**config.mk**
```make
export PLATFORM = sky130hd
export DESIGN_NAME = pixel_writer
export DESIGN_NICKNAME = d
export VERILOG_FILES = /design/src/hdl/julia_pkg.sv /design/src/hdl/mem_bus_pkg.sv /design/src/hdl/pixel_writer.sv
export SDC_FILE = /design/constraint.sdc
export NUM_CORES = 1
export LEC_CHECK = 0
export ABC_AREA = 1
export BUFFER_PORTS_ARGS = -buffer_cell sky130_fd_sc_hd__buf_4
export CORE_MARGIN = 2
export CORE_UTILIZATION = 36
export DETAILED_ROUTE_END_ITERATION = 16
export GPL_ROUTABILITY_DRIVEN = 0
export PLACE_DENSITY = 0.7
export RECOVER_POWER = 100
export SLEW_MARGIN = 20
export SYNTH_ARGS = -nofsm -noshare
export SYNTH_HDL_FRONTEND = slang
export SYNTH_SLANG_ARGS = --single-unit
```
**constraint.sdc**
```tcl
create_clock -name clk -period 4.2 [get_ports clk]
set_input_delay 0.84 -clock clk [delete_from_list [all_inputs] [get_ports clk]]
set_output_delay 0.84 -clock clk [all_outputs]
set_load 0.1 [all_outputs]
```
**src/hdl/julia_pkg.sv**
```systemverilog
package julia_pkg;

	// engine pool
	localparam int num_engines = 4;
	localparam int engine_idx_w = $clog2(num_engines);

	// signed fixed point with 12 fraction bits
	localparam int frac_bits = 12;
	// wide enough that no iteration overflows
	localparam int coord_w = 32;

	// iteration cap
	localparam int max_iter = 63;

	// frame geometry
	localparam int frame_w = 8;
	localparam int frame_h = 8;
	localparam int num_pixels = frame_w * frame_h;
	localparam int pix_cnt_w = $clog2(num_pixels + 1);
	localparam int pix_x_w = 3;
	localparam int pix_y_w = 3;

	// pixel (0,0) sits at -1.5 on both axes
	localparam logic signed [coord_w-1:0] x_min = -(3 << (frac_bits - 1));
	localparam logic signed [coord_w-1:0] y_min = -(3 << (frac_bits - 1));
	// 0.375 between neighbours
	localparam logic signed [coord_w-1:0] step = 3 << (frac_bits - 3);

	// escape when |z|^2 exceeds 4.0
	localparam logic signed [coord_w-1:0] escape_limit = 4 << frac_bits;

endpackage

```
**src/hdl/mem_bus_pkg.sv**
```systemverilog
package mem_bus_pkg;

	// word addressed write bus
	localparam int addr_w = 32;
	localparam int data_w = 32;

	// escape count as stored per pixel
	localparam int pixel_w = 8;

	typedef logic [pixel_w-1:0] pixel_t;

endpackage

```
**src/hdl/pixel_writer.sv**
```systemverilog
`timescale 1ns/100ps

module pixel_writer import julia_pkg::*; import mem_bus_pkg::*; (
	input  logic                   clk,
	input  logic                   n_rst,
	input  logic                   found,
	input  logic [addr_w-1:0]      sel_address,
	input  logic [data_w-1:0]      sel_data,
	input  logic [num_engines-1:0] mask,
	input  logic                   wait_request,
	output logic                   take,
	output logic [num_engines-1:0] free,
	output logic [addr_w-1:0]      write_address,
	output logic [data_w-1:0]      write_data,
	output logic                   write_enable,
	output logic                   write_accepted
);

	typedef enum logic [1:0] {
		seek,
		request,
		gap
	} wr_state_t;

	wr_state_t state;
	// engine that owns the pixel on the bus
	logic [num_engines-1:0] mask_q;

	assign take = (state == seek) && found;
	assign write_enable = (state == request);
	assign write_accepted = write_enable && !wait_request;
	// release the engine as the bus takes the word
	assign free = write_accepted ? mask_q : '0;

	always_ff @(posedge clk, negedge n_rst) begin
		if (!n_rst) begin
			state <= seek;
			mask_q <= '0;
		end else begin
			case (state)
				seek: begin
					if (found) begin
						state <= request;
						mask_q <= mask;
					end
				end
				request: begin
					// hold everything while the bus stalls
					if (!wait_request) begin
						state <= gap;
					end
				end
				gap: begin
					state <= seek;
				end
				default: begin
					state <= seek;
				end
			endcase
		end
	end

	// address and data latched with the selection
	always_ff @(posedge clk) begin
		if (take) begin
			write_address <= sel_address;
			write_data <= sel_data;
		end
	end

endmodule

```
==> results.json <==
{
  "crit_arrival_ns": 2.24,
  "synth_area_leaders": "edfxtp_1 87%, dfrtp_1 6.8%, nand2_1 1.9%",
  "start_kind": "register",
  "slowest_stage": "clkbuf_1",
  "min_period_ns": 3.08,
  "synth-xor-area-share": 0,
  "clk_pin_slew_ns": 0.07,
  "critPathTopFamily": "buffers and inverters",
  "cts_tree": "done",
  "vdd_drop_max_mv": 0.334,
  "final_nets": 327,
  "crit_path_max_incr_delay_ns": 0.88,
  "setup_ws_ns": 1.12,
  "max_cap_violations": 1,
  "yosys.area.top_type": "edfxtp_1",
  "synth.distinct_cells": 9,
  "clockBufferDepth": 2,
  "cts_root_buffer": "clkbuf_8",
  "postCtsHoldBufs": 0,
  "dr.pass1.iters": 4,
  "clock.fmax_mhz": 325,
  "drt-wirelength-per-cell_um": 14.7,
  "rsz0062_at_grt": "false",
  "worst-path-max-fanout": 6,
  "dpl_worst_slack_ns": 1.71,
  "worstSetupPathType": "reg -> out",
  "finalHoldViolations": 0,
  "start_util": 0.373,
  "dieArea_sq_um": 6770,
  "ant_nets": 0,
  "wirelength_um": 4930,
  "critical_path.endpoint_type": "primary output",
  "ios": 143,
  "design_area_sq_um": 3270,
  "antenna_found_initial": 0,
  "grt_pass1_wl_um": 6880,
  "drive_gt1_frac": 0.323,
  "hold_path_class": "in -> async",
  "die_width_um": 82.3,
  "clock_latency_ns": 0.33,
  "num_rows": 28,
  "viasPerCell": 4.30,
  "coreArea_sq_um": 5920,
  "hold_slack_ns": 0.376,
  "route.detailed.drc": 0,
  "gr-total-overflow": 0,
  "status": "complete, but fails checks",
  "ff_latch_area_sq_um": 2070,
  "final_cells": 335,
  "antenna_cells": 0,
  "synth_top_family_by_area": "simple AND/OR/NAND/NOR gates",
  "place_inst": 319,
  "syn2layout_area_growth_pct": 48.4,
  "cp_cell_sequence": "nor2_1 > nand2_1 > inv_1 > clkbuf_1",
  "dpl_cell_area_sq_um": 3370,
  "pwr_density_cell_nw_per_um2": 689,
  "ys_warn_count": 0,
  "port_buffers": 142,
  "worst-slew-pin-transition_ns": 1.53,
  "synth-simple-area-share": 0.0459,
  "fillers": 545,
  "post_cts_buffers": 0,
  "cts-resized-gates": 0,
  "cts_sinks": 70,
  "post-dp-hpwl_um": 3760,
  "finalSetupViolations": 0,
  "yosysSeqAreaShare": 0.939,
  "totalPowerFinal_mw": 2.26,
  "synth_compound_area_frac": 0,
  "syn_nets": 173,
  "finalCritPeriodShare": 0.733,
  "grt_util_all_layers": 0.146,
  "vias": 1439,
  "numCtsBuffers": 9,
  "htreeDepth": 3,
  "die_h_um": 82.3,
  "utilization": 0.553,
  "slew_headroom": -0.0181,
  "finClkSkew_ns": 0.00474,
  "grt_pass1_vias": 1399,
  "synth_top_area_frac": 0.871,
  "cp_data_required_time_ns": 3.36,
  "violations": "capacitance limit, slew limit",
  "crit_buf_inv": 2,
  "grt_start_max_net_pins": 65,
  "syn_avg_cell_area_sq_um": 21.9,
  "synth_mux_area_frac": 0,
  "drtIter0Drc": 72,
  "syn_inst": 101,
  "final.setup.tns_ns": 0,
  "drv_slew": 65,
  "syn_area_sq_um": 2210,
  "yosys.area_share.adder": 0,
  "multi_input_area_sq_um": 91.3,
  "ys_ff_latch": 70,
  "leakage_nw": 1.29
}
[synth_stat cells]
| master | number |
|---|---|
| nand2_2 | 1 |
| dfrtp_1 | 6 |
| nand3_1 | 4 |
| inv_1 | 9 |
| nand3b_1 | 1 |
| nor2_4 | 1 |
| edfxtp_1 | 64 |
| nand2_1 | 11 |
| nor2_1 | 4 |
[final timing paths]
check | startpoint | cells past startpoint | end | slack, ns
min in group clk | mask_q[0] | 2 | mask_q[0] | 0.48
max in group asynchronous | n_rst | 1 | mask_q[3] | 3.58
setup / recovery | state[0] | 4 | take | 1.12
setup reg to reg | state[0] | 4 | write_address[31] | 1.59
hold / removal | n_rst | 1 | state[0] | 0.38
hold reg to reg | mask_q[0] | 2 | mask_q[0] | 0.48
[cell families after synthesis]
family,count (synthesis)
flip-flops,70
buffers and inverters,9
AND/OR/NAND/NOR,22
[flip-flops by register name, indices dropped and copies added (netlist names)]
register and flops:
write_data 32, mask_q 4, state 2, write_address 32
[power by group]
part / internal (mW) / switching [mW] / total (mW) / leakage, nW
sequential: 0.893 / 0.0314 / 0.924 / 0.677
clock: 0.273 / 0.225 / 0.498 / 0.0904
combinational: 0.0843 / 0.750 / 0.834 / 0.518
total: 1.25 / 1.01 / 2.26 / 1.29
[routing by layer]
metal	vias to the layer above	GRT usage	share of wire	wire length (um)
met3	11	0.0598	0.14	683
met5	-	0	0	0
li1	676	-	-	-
met4	0	0.0917	0.025	123
met2	106	0.218	0.45	2210
met1	646	0.175	0.39	1920
[layout make-up]
class,count,share of cell area
clock buffers,12,0.0413
clock inverters,4,0.0145
inverters,9,0.0103
multi-input cells,22,0.0279
flip-flops and latches,70,0.633
well taps,75,0.0287
repair buffers,143,0.245
[cell usage in the layout (no fill, tap or decap)]
| master | count |
|---|---|
| buf_4 | 5 |
| bufinv_16 | 1 |
| clkbuf_1 | 75 |
| clkbuf_2 | 1 |
| clkbuf_4 | 65 |
| clkbuf_8 | 9 |
| clkinv_2 | 2 |
| clkinvlp_4 | 1 |
| dfrtp_1 | 6 |
| edfxtp_1 | 64 |
| inv_1 | 9 |
| nand2_1 | 12 |
| nand3_1 | 4 |
| nand3b_1 | 1 |
| nor2_1 | 5 |
Power figures use the tool's default switching activity.
