### src/hdl/julia_pkg.sv
package julia_pkg;

	// engine pool
	localparam int num_engines = 4;
	localparam int engine_idx_w = $clog2(num_engines);

	// signed fixed point with 12 fraction bits
	localparam int frac_bits = 12;
	// wide enough that no iteration overflows
	localparam int coord_w = 32;

	// iteration cap
	localparam int max_iter = 63;

	// frame geometry
	localparam int frame_w = 8;
	localparam int frame_h = 8;
	localparam int num_pixels = frame_w * frame_h;
	localparam int pix_cnt_w = $clog2(num_pixels + 1);
	localparam int pix_x_w = 3;
	localparam int pix_y_w = 3;

	// pixel (0,0) sits at -1.5 on both axes
	localparam logic signed [coord_w-1:0] x_min = -(3 << (frac_bits - 1));
	localparam logic signed [coord_w-1:0] y_min = -(3 << (frac_bits - 1));
	// 0.375 between neighbours
	localparam logic signed [coord_w-1:0] step = 3 << (frac_bits - 3);

	// escape when |z|^2 exceeds 4.0
	localparam logic signed [coord_w-1:0] escape_limit = 4 << frac_bits;

endpackage

### src/hdl/pixel_dispatch.sv
`timescale 1ns/100ps

module pixel_dispatch import julia_pkg::*; (
	input  logic                   clk,
	input  logic                   n_rst,
	input  logic                   start,
	input  logic [num_engines-1:0] job_ready,
	input  logic                   write_accepted,
	output logic [num_engines-1:0] job_valid,
	output logic [pix_x_w-1:0]     job_x,
	output logic [pix_y_w-1:0]     job_y,
	output logic                   busy,
	output logic                   frame_done
);

	logic issuing;
	logic handoff;
	logic last_x;
	logic last_y;
	logic [pix_cnt_w-1:0] written;

	// lowest set bit of ready picks the engine
	assign job_valid = issuing ? (job_ready & (~job_ready + 1'b1)) : '0;
	assign handoff = |job_valid;

	assign last_x = (job_x == pix_x_w'(frame_w - 1));
	assign last_y = (job_y == pix_y_w'(frame_h - 1));

	always_ff @(posedge clk, negedge n_rst) begin
		if (!n_rst) begin
			busy <= 1'b0;
			issuing <= 1'b0;
			frame_done <= 1'b0;
			job_x <= '0;
			job_y <= '0;
			written <= '0;
		end else begin
			frame_done <= 1'b0;
			if (start && !busy) begin
				busy <= 1'b1;
				issuing <= 1'b1;
				job_x <= '0;
				job_y <= '0;
				written <= '0;
			end else begin
				// raster order, x first
				if (handoff) begin
					if (last_x) begin
						job_x <= '0;
						if (last_y) begin
							issuing <= 1'b0;
						end else begin
							job_y <= job_y + 1'b1;
						end
					end else begin
						job_x <= job_x + 1'b1;
					end
				end
				// frame ends with the last accepted write
				if (write_accepted && busy) begin
					if (written == pix_cnt_w'(num_pixels - 1)) begin
						busy <= 1'b0;
						frame_done <= 1'b1;
						written <= '0;
					end else begin
						written <= written + 1'b1;
					end
				end
			end
		end
	end

endmodule

### config.mk
export PLATFORM = sky130hd
export DESIGN_NAME = pixel_dispatch
export DESIGN_NICKNAME = d
export VERILOG_FILES = /design/src/hdl/julia_pkg.sv /design/src/hdl/pixel_dispatch.sv
export SDC_FILE = /design/constraint.sdc
export NUM_CORES = 1
export LEC_CHECK = 0
export ABC_AREA = 1
export BUFFER_PORTS_ARGS = -buffer_cell sky130_fd_sc_hd__buf_4
export CORE_MARGIN = 2
export CORE_UTILIZATION = 30
export CTS_CLUSTER_DIAMETER = 80
export DETAILED_ROUTE_END_ITERATION = 8
export PLACE_DENSITY = 0.58
export SETUP_SLACK_MARGIN = 0.15
export SYNTH_ARGS = -nofsm -noshare
export SYNTH_HDL_FRONTEND = slang
export SYNTH_SLANG_ARGS = --single-unit
export TNS_END_PERCENT = 50
### constraint.sdc
create_clock -name clk -period 2.7 [get_ports clk]
set_input_delay 0 -clock clk [delete_from_list [all_inputs] [get_ports clk]]
set_output_delay 0 -clock clk [all_outputs]
set_load 0.02 [all_outputs]
==> results of run 1 <==
## worst max-delay path: stages, from the launching register on
cell and delay (ps):
sky130_fd_sc_hd__dfrtp_1 420, sky130_fd_sc_hd__ha_1 230, sky130_fd_sc_hd__ha_1 210, sky130_fd_sc_hd__a21oi_2 210
sky130_fd_sc_hd__nand2_2 90, sky130_fd_sc_hd__nand2_1 70, sky130_fd_sc_hd__nand2_1 50
## power by group
part	switching (mW)	internal (mW)	total (mW)	leakage, nW
sequential	0.0759	0.312	0.388	0.199
combinational	0.183	0.150	0.334	0.446
clock	0.0768	0.0520	0.129	0.0138
## routing by layer
layer / track usage / up-vias
li1: - / 418
met1: 0.1381 / 377
met2: 0.1739 / 26
met3: 0.04545 / 4
met4: 0.04762 / 0
met5: 0 / -
## final timing paths
kind / slack, ps / cells after the start / endpoint
min reg2reg: 500 / 1 / written[0]$_DFFE_PN0P_
max in group asynchronous: 2420 / 2 / issuing$_DFFE_PN0P_
min in group clk: 120 / 4 / job_x[0]$_DFFE_PN0P_
max: 1330 / 6 / job_y[0]$_DFFE_PN0P_
min: 100 / 2 / job_x[0]$_DFFE_PN0P_
max reg2reg: 1330 / 6 / job_y[0]$_DFFE_PN0P_
## logic make-up (layout without fill, tap and decap cells)
group / count (synthesis) / after routing
compound gates: 5 / 5
xor+xnor: 2 / 2
fa+ha+maj: 5 / 5
buf+inv: 19 / 43
flops: 16 / 16
simple gates: 69 / 69
## registers in the layout, indices dropped and copies added, names as in the netlist
| register | flops |
|---|---|
| busy | 1 |
| frame_done | 1 |
| job_x | 3 |
| job_y | 3 |
| issuing | 1 |
| written | 7 |
## synthesized netlist by cell type, types with 2 or more instances
library cell | n | area (sq um)
sky130_fd_sc_hd__ha_1 | 5 | 62.56
sky130_fd_sc_hd__inv_1 | 16 | 60.06
sky130_fd_sc_hd__nand2_1 | 30 | 112.6
sky130_fd_sc_hd__nand3_2 | 2 | 20.02
sky130_fd_sc_hd__nor2_2 | 2 | 12.51
sky130_fd_sc_hd__dfrtp_1 | 16 | 400.4
sky130_fd_sc_hd__nand2_4 | 2 | 22.52
sky130_fd_sc_hd__nor2_1 | 13 | 48.80
sky130_fd_sc_hd__nand3_1 | 10 | 50.05
sky130_fd_sc_hd__inv_2 | 3 | 11.26
sky130_fd_sc_hd__o21ai_0 | 3 | 15.01
sky130_fd_sc_hd__xor2_1 | 2 | 17.52
sky130_fd_sc_hd__nand4_1 | 5 | 31.28
## cell usage in the layout, fill, tap and decap left out
master,instances
sky130_fd_sc_hd__a21oi_1,1
sky130_fd_sc_hd__a21oi_2,1
sky130_fd_sc_hd__buf_4,19
sky130_fd_sc_hd__clkbuf_4,3
sky130_fd_sc_hd__dfrtp_1,16
sky130_fd_sc_hd__dlygate4sd3_1,2
sky130_fd_sc_hd__ha_1,5
sky130_fd_sc_hd__inv_1,16
sky130_fd_sc_hd__inv_2,3
sky130_fd_sc_hd__nand2_1,30
sky130_fd_sc_hd__nand2_2,1
sky130_fd_sc_hd__nand2_4,2
sky130_fd_sc_hd__nand3_1,10
sky130_fd_sc_hd__nand3_2,2
sky130_fd_sc_hd__nand3_4,1
sky130_fd_sc_hd__nand3b_1,1
sky130_fd_sc_hd__nand4_1,5
sky130_fd_sc_hd__nor2_1,13
sky130_fd_sc_hd__nor2_2,2
sky130_fd_sc_hd__nor2_4,1
sky130_fd_sc_hd__nor2_8,1
sky130_fd_sc_hd__o21ai_0,3
sky130_fd_sc_hd__xor2_1,2
## layout make-up
| cell class | count | area [sq um] | area share |
|---|---|---|---|
| repair buffers | 21 | 162.7 | 0.1377 |
| flip-flops and latches | 16 | 400.4 | 0.3390 |
| well taps | 44 | 55.05 | 0.04661 |
| multi-input cells | 81 | 469.2 | 0.3972 |
| inverters | 19 | 71.32 | 0.06038 |
| clock buffers | 3 | 22.52 | 0.01907 |
## what timing repair did
action | in CTS | in global routing
hold buffers | 2 | 0
buffers inserted | 0 | 0
hold endpoints to repair | 17 | 0
==> results.txt, run 1 <==
----------------------------------------------------
[GRT]
  Pin count of the biggest net entering global routing ... 17
  Global-route usage over all layers ... 0.1127
  Residual overflow from global routing ... 0
  Number of antenna violations at the first check in global routing ... 0
  Vias in the first global route ... 700
  Wire length of the first global-routing pass ... 2.973 mm

[Logic synthesis]
  Number of synthesis warnings ... 0
  Xor and xnor fraction of the mapped netlist area ... 0.01862
  Fraction of registers with async set/reset ... 1.000
  Flip-flop and latch count after synthesis ... 16
  Flip-flop cell with the highest count after synthesis ... sky130_fd_sc_hd__dfrtp_1
  Number of enable-type register cells in the synthesized netlist ... 0
  Post-Synth Simple-Gate Area ... 0.3830
  Count of unique library cells instantiated by Yosys ... 20
  Nets in the synthesized netlist ... 129
  Post-synthesis share of cell area spent on full adders, half adders and majority gates ... 0.06649
  Main combinational cell family by area after synthesis ... simple AND/OR/NAND/NOR gates
  Mux cell area share after synthesis ... 0
  Syn_area_per_cell ... 8.111 sq um
  Cell area after synthesis ... 940.9 sq um
  Post-Synthesis Cells ... 116
  Post-synthesis sequential area ratio ... 0.4255
  Fraction of the mapped netlist area in compound gates ... 0.03059

[Timing]
  Transition time at the pin with the least slew margin ... 223.3 ps
  Share of the clock period used by the worst path after layout ... 0.5073
  Smallest setup slack after layout ... 1330 ps
  Final Skew ... 2.484 ps
  Max-Slew Margin vs Limit ... 0.8506
  Total count of max-transition violations in the final report ... 0
  Post-layout min period ... 1370 ps
  Post-Route Hold Slack ... 100.8 ps
  Final Hold Violating Endpoints ... 0
  Setup violations, final ... 0
  Summed negative setup slack over all endpoints ... 0 ps
  Maximum clock rate ... 730.1 MHz
  Setup repair after global routing missed its margin ... false

[Finish]
  Finished Cell Area ... 0.001181 sq mm
  Layout overhead on the synthesized area ... 25.53%
  Antenna cells ... 0
  Non-filler cells in the finished layout ... 184
  Nets ... 155
  Count of fill cells added during filler insertion ... 314
  End-of-flow core utilization ... 0.3901
  Share of final-layout standard cells stronger than drive strength 1 ... 0.2571

[Placement]
  Placer congestion estimate ... 0.7393
  Number of input and output port buffers inserted ... 19
  Dpl ws ... 1346 ps
  Placement Cell Area ... 0.001139 sq mm
  Cell count after placement ... 179
  Post-detailed-placement half-perimeter wirelength ... 1.385 mm

[Route]
  Routed length per instance ... 9.908 um
  DRT met1 WL ... 821 um
  Via Count ... 825
  DRC violation total after the first TritonRoute iteration ... 45
  Top Layer Used ... met4
  Detailed route wirelength on metal3 ... 134 um
  Mean number of vias per cell ... 4.484
  Final antenna-violating net count ... 0
  Met2 wire length ... 836 um
  Number of search-and-repair iterations in the first detailed-routing pass ... 4
  Routed WL ... 1.823 mm
  Number of DRC violations after detailed routing ... 0

[Outcome]
  Run status ... completed

[Worst setup path]
  CP arrival ... 1560 ps
  Largest fanout on the critical path ... 4
  Critical Path Source Type ... flip-flop
  Sort of element at the end of the critical path ... flip-flop
  Critical path data required time ... 2890 ps
  Source of the critical timing path ... job_y[0]$_DFFE_PN0P_
  Worst setup path category ... flip-flop to flip-flop
  Launching point of the worst reg2reg path ... job_y[0]$_DFFE_PN0P_

[Clocking]
  Register clock-pin slew on the reported worst setup and hold paths ... 90 ps
  Buffer type at the clock tree root ... sky130_fd_sc_hd__clkbuf_4
  CTS-repair resized insts ... 0
  Cts bufs inserted ... 3
  Clock Latency Late Sink ... 290 ps
  Number of sinks handled by clock tree synthesis ... 16
  Clock tree from TritonCTS ... done
  H-Tree Depth ... 1
  Longest Clk Path Bufs ... 2

[Pwr]
  Leakage power ... 0.6581 nW
  Power density of the placed cells ... 720.3 mW/mm^2
  Power after layout ... 0.8508 mW
  IR Drop Worst-Case VDD ... 0.3615 mV

[Job]
  Max capacitance violation total ... 0

[Die]
  Overall die area ... 0.003601 sq mm
  Starting density of the core ... 0.3107
  Placement row count ... 20
  Die boundary height ... 60.01 um
  I/O pin count ... 20
  Floorplan core area ... 0.003028 sq mm
  Horizontal extent of the die ... 60.01 um

[Worst hold path]
  Worst Hold Class ... input pin to asynchronous set/reset pin

----------------------------------------------------
No activity file was read; power rests on OpenSTA's default activity.
==> inputs of run 2 (changes only) <==
--- a/config.mk
+++ b/config.mk
@@ -5,7 +5,7 @@
 export SDC_FILE = /design/constraint.sdc
 export NUM_CORES = 1
 export LEC_CHECK = 0
-export ABC_AREA = 1
+export ABC_AREA = 0
 export BUFFER_PORTS_ARGS = -buffer_cell sky130_fd_sc_hd__buf_4
 export CORE_MARGIN = 2
 export CORE_UTILIZATION = 30
==> constraint.sdc (replaced) <==
create_clock -name clk -period 1.4 [get_ports clk]
set_input_delay 0 -clock clk [delete_from_list [all_inputs] [get_ports clk]]
set_output_delay 0 -clock clk [all_outputs]
set_load 0.02 [all_outputs]
==> results.txt, run 2 <==
----------------------------------------------------
[Clocking]
  Clock tree from TritonCTS ... done
  Register clock-pin slew on the reported worst setup and hold paths ... 100 ps
  Longest Clk Path Bufs ... 2
  Cts bufs inserted ... 3
  H-Tree Depth ... 1
  Number of sinks handled by clock tree synthesis ... 16
  Clock Latency Late Sink ... 290 ps
  Buffer type at the clock tree root ... sky130_fd_sc_hd__clkbuf_4

[GRT]
  Wire length of the first global-routing pass ... 3.249 mm
  Global-route usage over all layers ... 0.1228
  M1 GR Usage ... 0.1745
  Residual overflow from global routing ... 0
  Met2 layer usage reported by global route ... 0.1948
  Number of antenna violations at the first check in global routing ... 0
  Fraction of met3 tracks used by global routing ... 0.02232
  Pin count of the biggest net entering global routing ... 17
  Vias in the first global route ... 696
  Highest-utilization routing layer at the global route stage ... met2

[Placement]
  Post-detailed-placement half-perimeter wirelength ... 1.423 mm
  Number of input and output port buffers inserted ... 19
  Dpl ws ... -13.08 ps
  Placement Cell Area ... 0.001151 sq mm
  Placer congestion estimate ... 0.7335

[Worst setup path]
  Largest fanout on the critical path ... 4
  Slowest stage cell, crit path ... sky130_fd_sc_hd__dfrtp_2
  Source of the critical timing path ... job_y[0]$_DFFE_PN0P_
  Sort of element at the end of the critical path ... flip-flop
  Worst setup path category ... flip-flop to flip-flop
  Most common cell type on the critical path ... sky130_fd_sc_hd__ha_4
  CP arrival ... 1660 ps
  Critical Path Source Type ... flip-flop
  Launching point of the worst reg2reg path ... job_y[0]$_DFFE_PN0P_
  Top delay family on crit path ... simple AND/OR/NAND/NOR gates
  Critical path data required time ... 1620 ps
  Cell breakdown of the critical path ... ha_4 -> ha_4 -> nand2b_4 -> or3_4 -> a21oi_2
  Max incr delay on CP ... 440 ps
  Buf+Inv Stages, Crit Path ... 0

[Logic synthesis]
  Cell area after synthesis ... 874.6 sq um
  Number of enable-type register cells in the synthesized netlist ... 0
  Nets in the synthesized netlist ... 95
  Count of unique library cells instantiated by Yosys ... 32
  Flip-flop cell with the highest count after synthesis ... sky130_fd_sc_hd__dfrtp_1
  Post-Synthesis Cells ... 82
  Number of synthesis warnings ... 0
  Syn_area_per_cell ... 10.67 sq um
  Flip-flop and latch count after synthesis ... 16
  Most frequent cell after synthesis ... sky130_fd_sc_hd__dfrtp_1
  Proportion of netlist area held by the largest area contributor ... 0.4578
  Post-synthesis sequential area ratio ... 0.4578
  Commonest cells in the netlist ... sky130_fd_sc_hd__dfrtp_1, sky130_fd_sc_hd__nand2_1, sky130_fd_sc_hd__ha_1, sky130_fd_sc_hd__nand3_1, sky130_fd_sc_hd__o21ai_0
  Yosys top cell by area ... sky130_fd_sc_hd__dfrtp_1
  Synth top area cells ... sky130_fd_sc_hd__dfrtp_1, sky130_fd_sc_hd__ha_1, sky130_fd_sc_hd__nand2_1
  Fraction of registers with async set/reset ... 1.000

[Timing]
  Setup repair after global routing missed its margin ... true
  Transition time at the pin with the least slew margin ... 559.5 ps
  Smallest setup slack after layout ... -38.63 ps
  Final Skew ... 1.972 ps
  Maximum clock rate ... 695.1 MHz
  Summed negative setup slack over all endpoints ... -58.32 ps
  Post-layout min period ... 1439 ps
  Total count of max-transition violations in the final report ... 0
  Final Hold Violating Endpoints ... 0
  Max-Slew Margin vs Limit ... 0.6229
  Share of the clock period used by the worst path after layout ... 1.028
  Setup violations, final ... 2
  Post-Route Hold Slack ... 37.04 ps

[Die]
  Horizontal extent of the die ... 58.00 um
  I/O pin count ... 20
  Overall die area ... 0.003363 sq mm
  Floorplan core area ... 0.002758 sq mm
  Die boundary height ... 58.00 um
  Starting density of the core ... 0.3172
  Placement row count ... 19

[Pwr]
  Switching power total ... 0.8252 mW
  Part of the power in registers ... 0.372
  IR Drop Worst-Case VDD ... 0.8870 mV
  Share of power burned in the clock network ... 0.141
  Combinational share of power ... 0.487
  Leakage power ... 0.5627 nW
  Power density of the placed cells ... 1674 mW/mm^2
  Switching Share ... 0.3766
  Internal ... 1.366 mW

[Finish]
  Register area ... 406.6 sq um
  Flip-flop count of the largest register, all copies and words added ... 7
  Finished Cell Area ... 0.001309 sq mm
  Registers with the most flip-flops ... written (7), job_x (3), job_y (3)
  Nets ... 129
  Most flop-heavy register ... written
  Most common cell after layout, fill and taps aside ... sky130_fd_sc_hd__buf_4
  Antenna cells ... 0
  Layout overhead on the synthesized area ... 49.64%
  Area used by multi-input combinational logic ... 581.8 sq um
  End-of-flow core utilization ... 0.4746
  Count of fill cells added during filler insertion ... 280
  Most used cells in the layout excluding fill and tap cells ... sky130_fd_sc_hd__buf_4, sky130_fd_sc_hd__dfrtp_1, sky130_fd_sc_hd__nand2_1
  Share of final-layout standard cells stronger than drive strength 1 ... 0.5130

[Outcome]
  Failing checks ... setup timing
  Run status ... finished, violations left

[Route]
  Final antenna-violating net count ... 0
  Via Count ... 761
  Mean number of vias per cell ... 5.212
  Routed length per instance ... 13.42 um
  Routed WL ... 1.960 mm
  Number of search-and-repair iterations in the first detailed-routing pass ... 4
  Number of DRC violations after detailed routing ... 0
  DRC violation total after the first TritonRoute iteration ... 36

[Job]
  Max capacitance violation total ... 0

[Worst hold path]
  Hold Crit Start ... write_accepted
  Worst Hold Class ... input pin to flip-flop

----------------------------------------------------
[run 2: final timing paths]
path / endpoint / slack, ps / depth (start not counted)
setup / recovery: job_y[0]$_DFFE_PN0P_ / -40 / 5
min in group asynchronous: frame_done$_DFF_PN0_ / 90 / 2
hold / removal: written[4]$_DFFE_PN0P_ / 40 / 3
max in group asynchronous: job_x[1]$_DFFE_PN0P_ / 1110 / 2
setup reg to reg: job_y[0]$_DFFE_PN0P_ / -40 / 5
hold reg to reg: written[4]$_DFFE_PN0P_ / 490 / 1
[run 2: timing repair]
item | CTS | global route
setup buffers | 3 | 1
resized for setup | 12 | 7
endpoints found under the setup margin | 10 | 14
hold buffers | 2 | 0
endpoints found under the hold margin | 17 | 0
pin swaps | 4 | 8
[run 2: per-stage QoR]
step | cells | total power [mW]
6_report | 146 | 2.191
4_1_cts | 145 | 2.171
3_3_place_gp | 136 | 1.693
5_1_grt | 146 | 2.383
2_1_floorplan | 82 | 1.367
3_5_place_dp | 136 | 1.742
[run 2: layout make-up]
type                    count  share of cell area
repair buffers             31              0.1845
multi-input cells          63              0.4445
inverters                   1            0.002868
clock buffers               4             0.02772
well taps                  31             0.02964
flip-flops and latches     16              0.3107
[run 2: worst register-to-register path: cells and delay by family (launching register included)]
family	cells	cell delay, ps
compound gates	1	140
simple gates	2	480
fa+ha+maj	2	320
flops	1	440
[run 2: kinds of logic after synthesis]
group,count (synthesis),share of synthesized area
muxes,1,0.01145
and+or+nand+nor,34,0.2146
adders and majority gates,5,0.07153
DFF,16,0.4578
xor gates and xnor gates,1,0.01002
AOI/OAI and AO/OA,22,0.2160
buffers and inverters,3,0.01859
[run 2: routing by layer]
metal  up-vias  part of all wire
li1        378                 -
met1       365              0.46
met2        16              0.50
met3         2             0.041
met4         0            0.0071
met5         -                 0
[run 2: power by group through the flow]
stage	clock, mW	sequential (mW)	combinational, mW
final	0.308	0.816	1.07
after global routing	0.339	0.837	1.21
after CTS	0.319	0.811	1.04
after detailed placement	0	0.830	0.912
after global placement	0	0.820	0.873
after floorplan	0	0.911	0.456
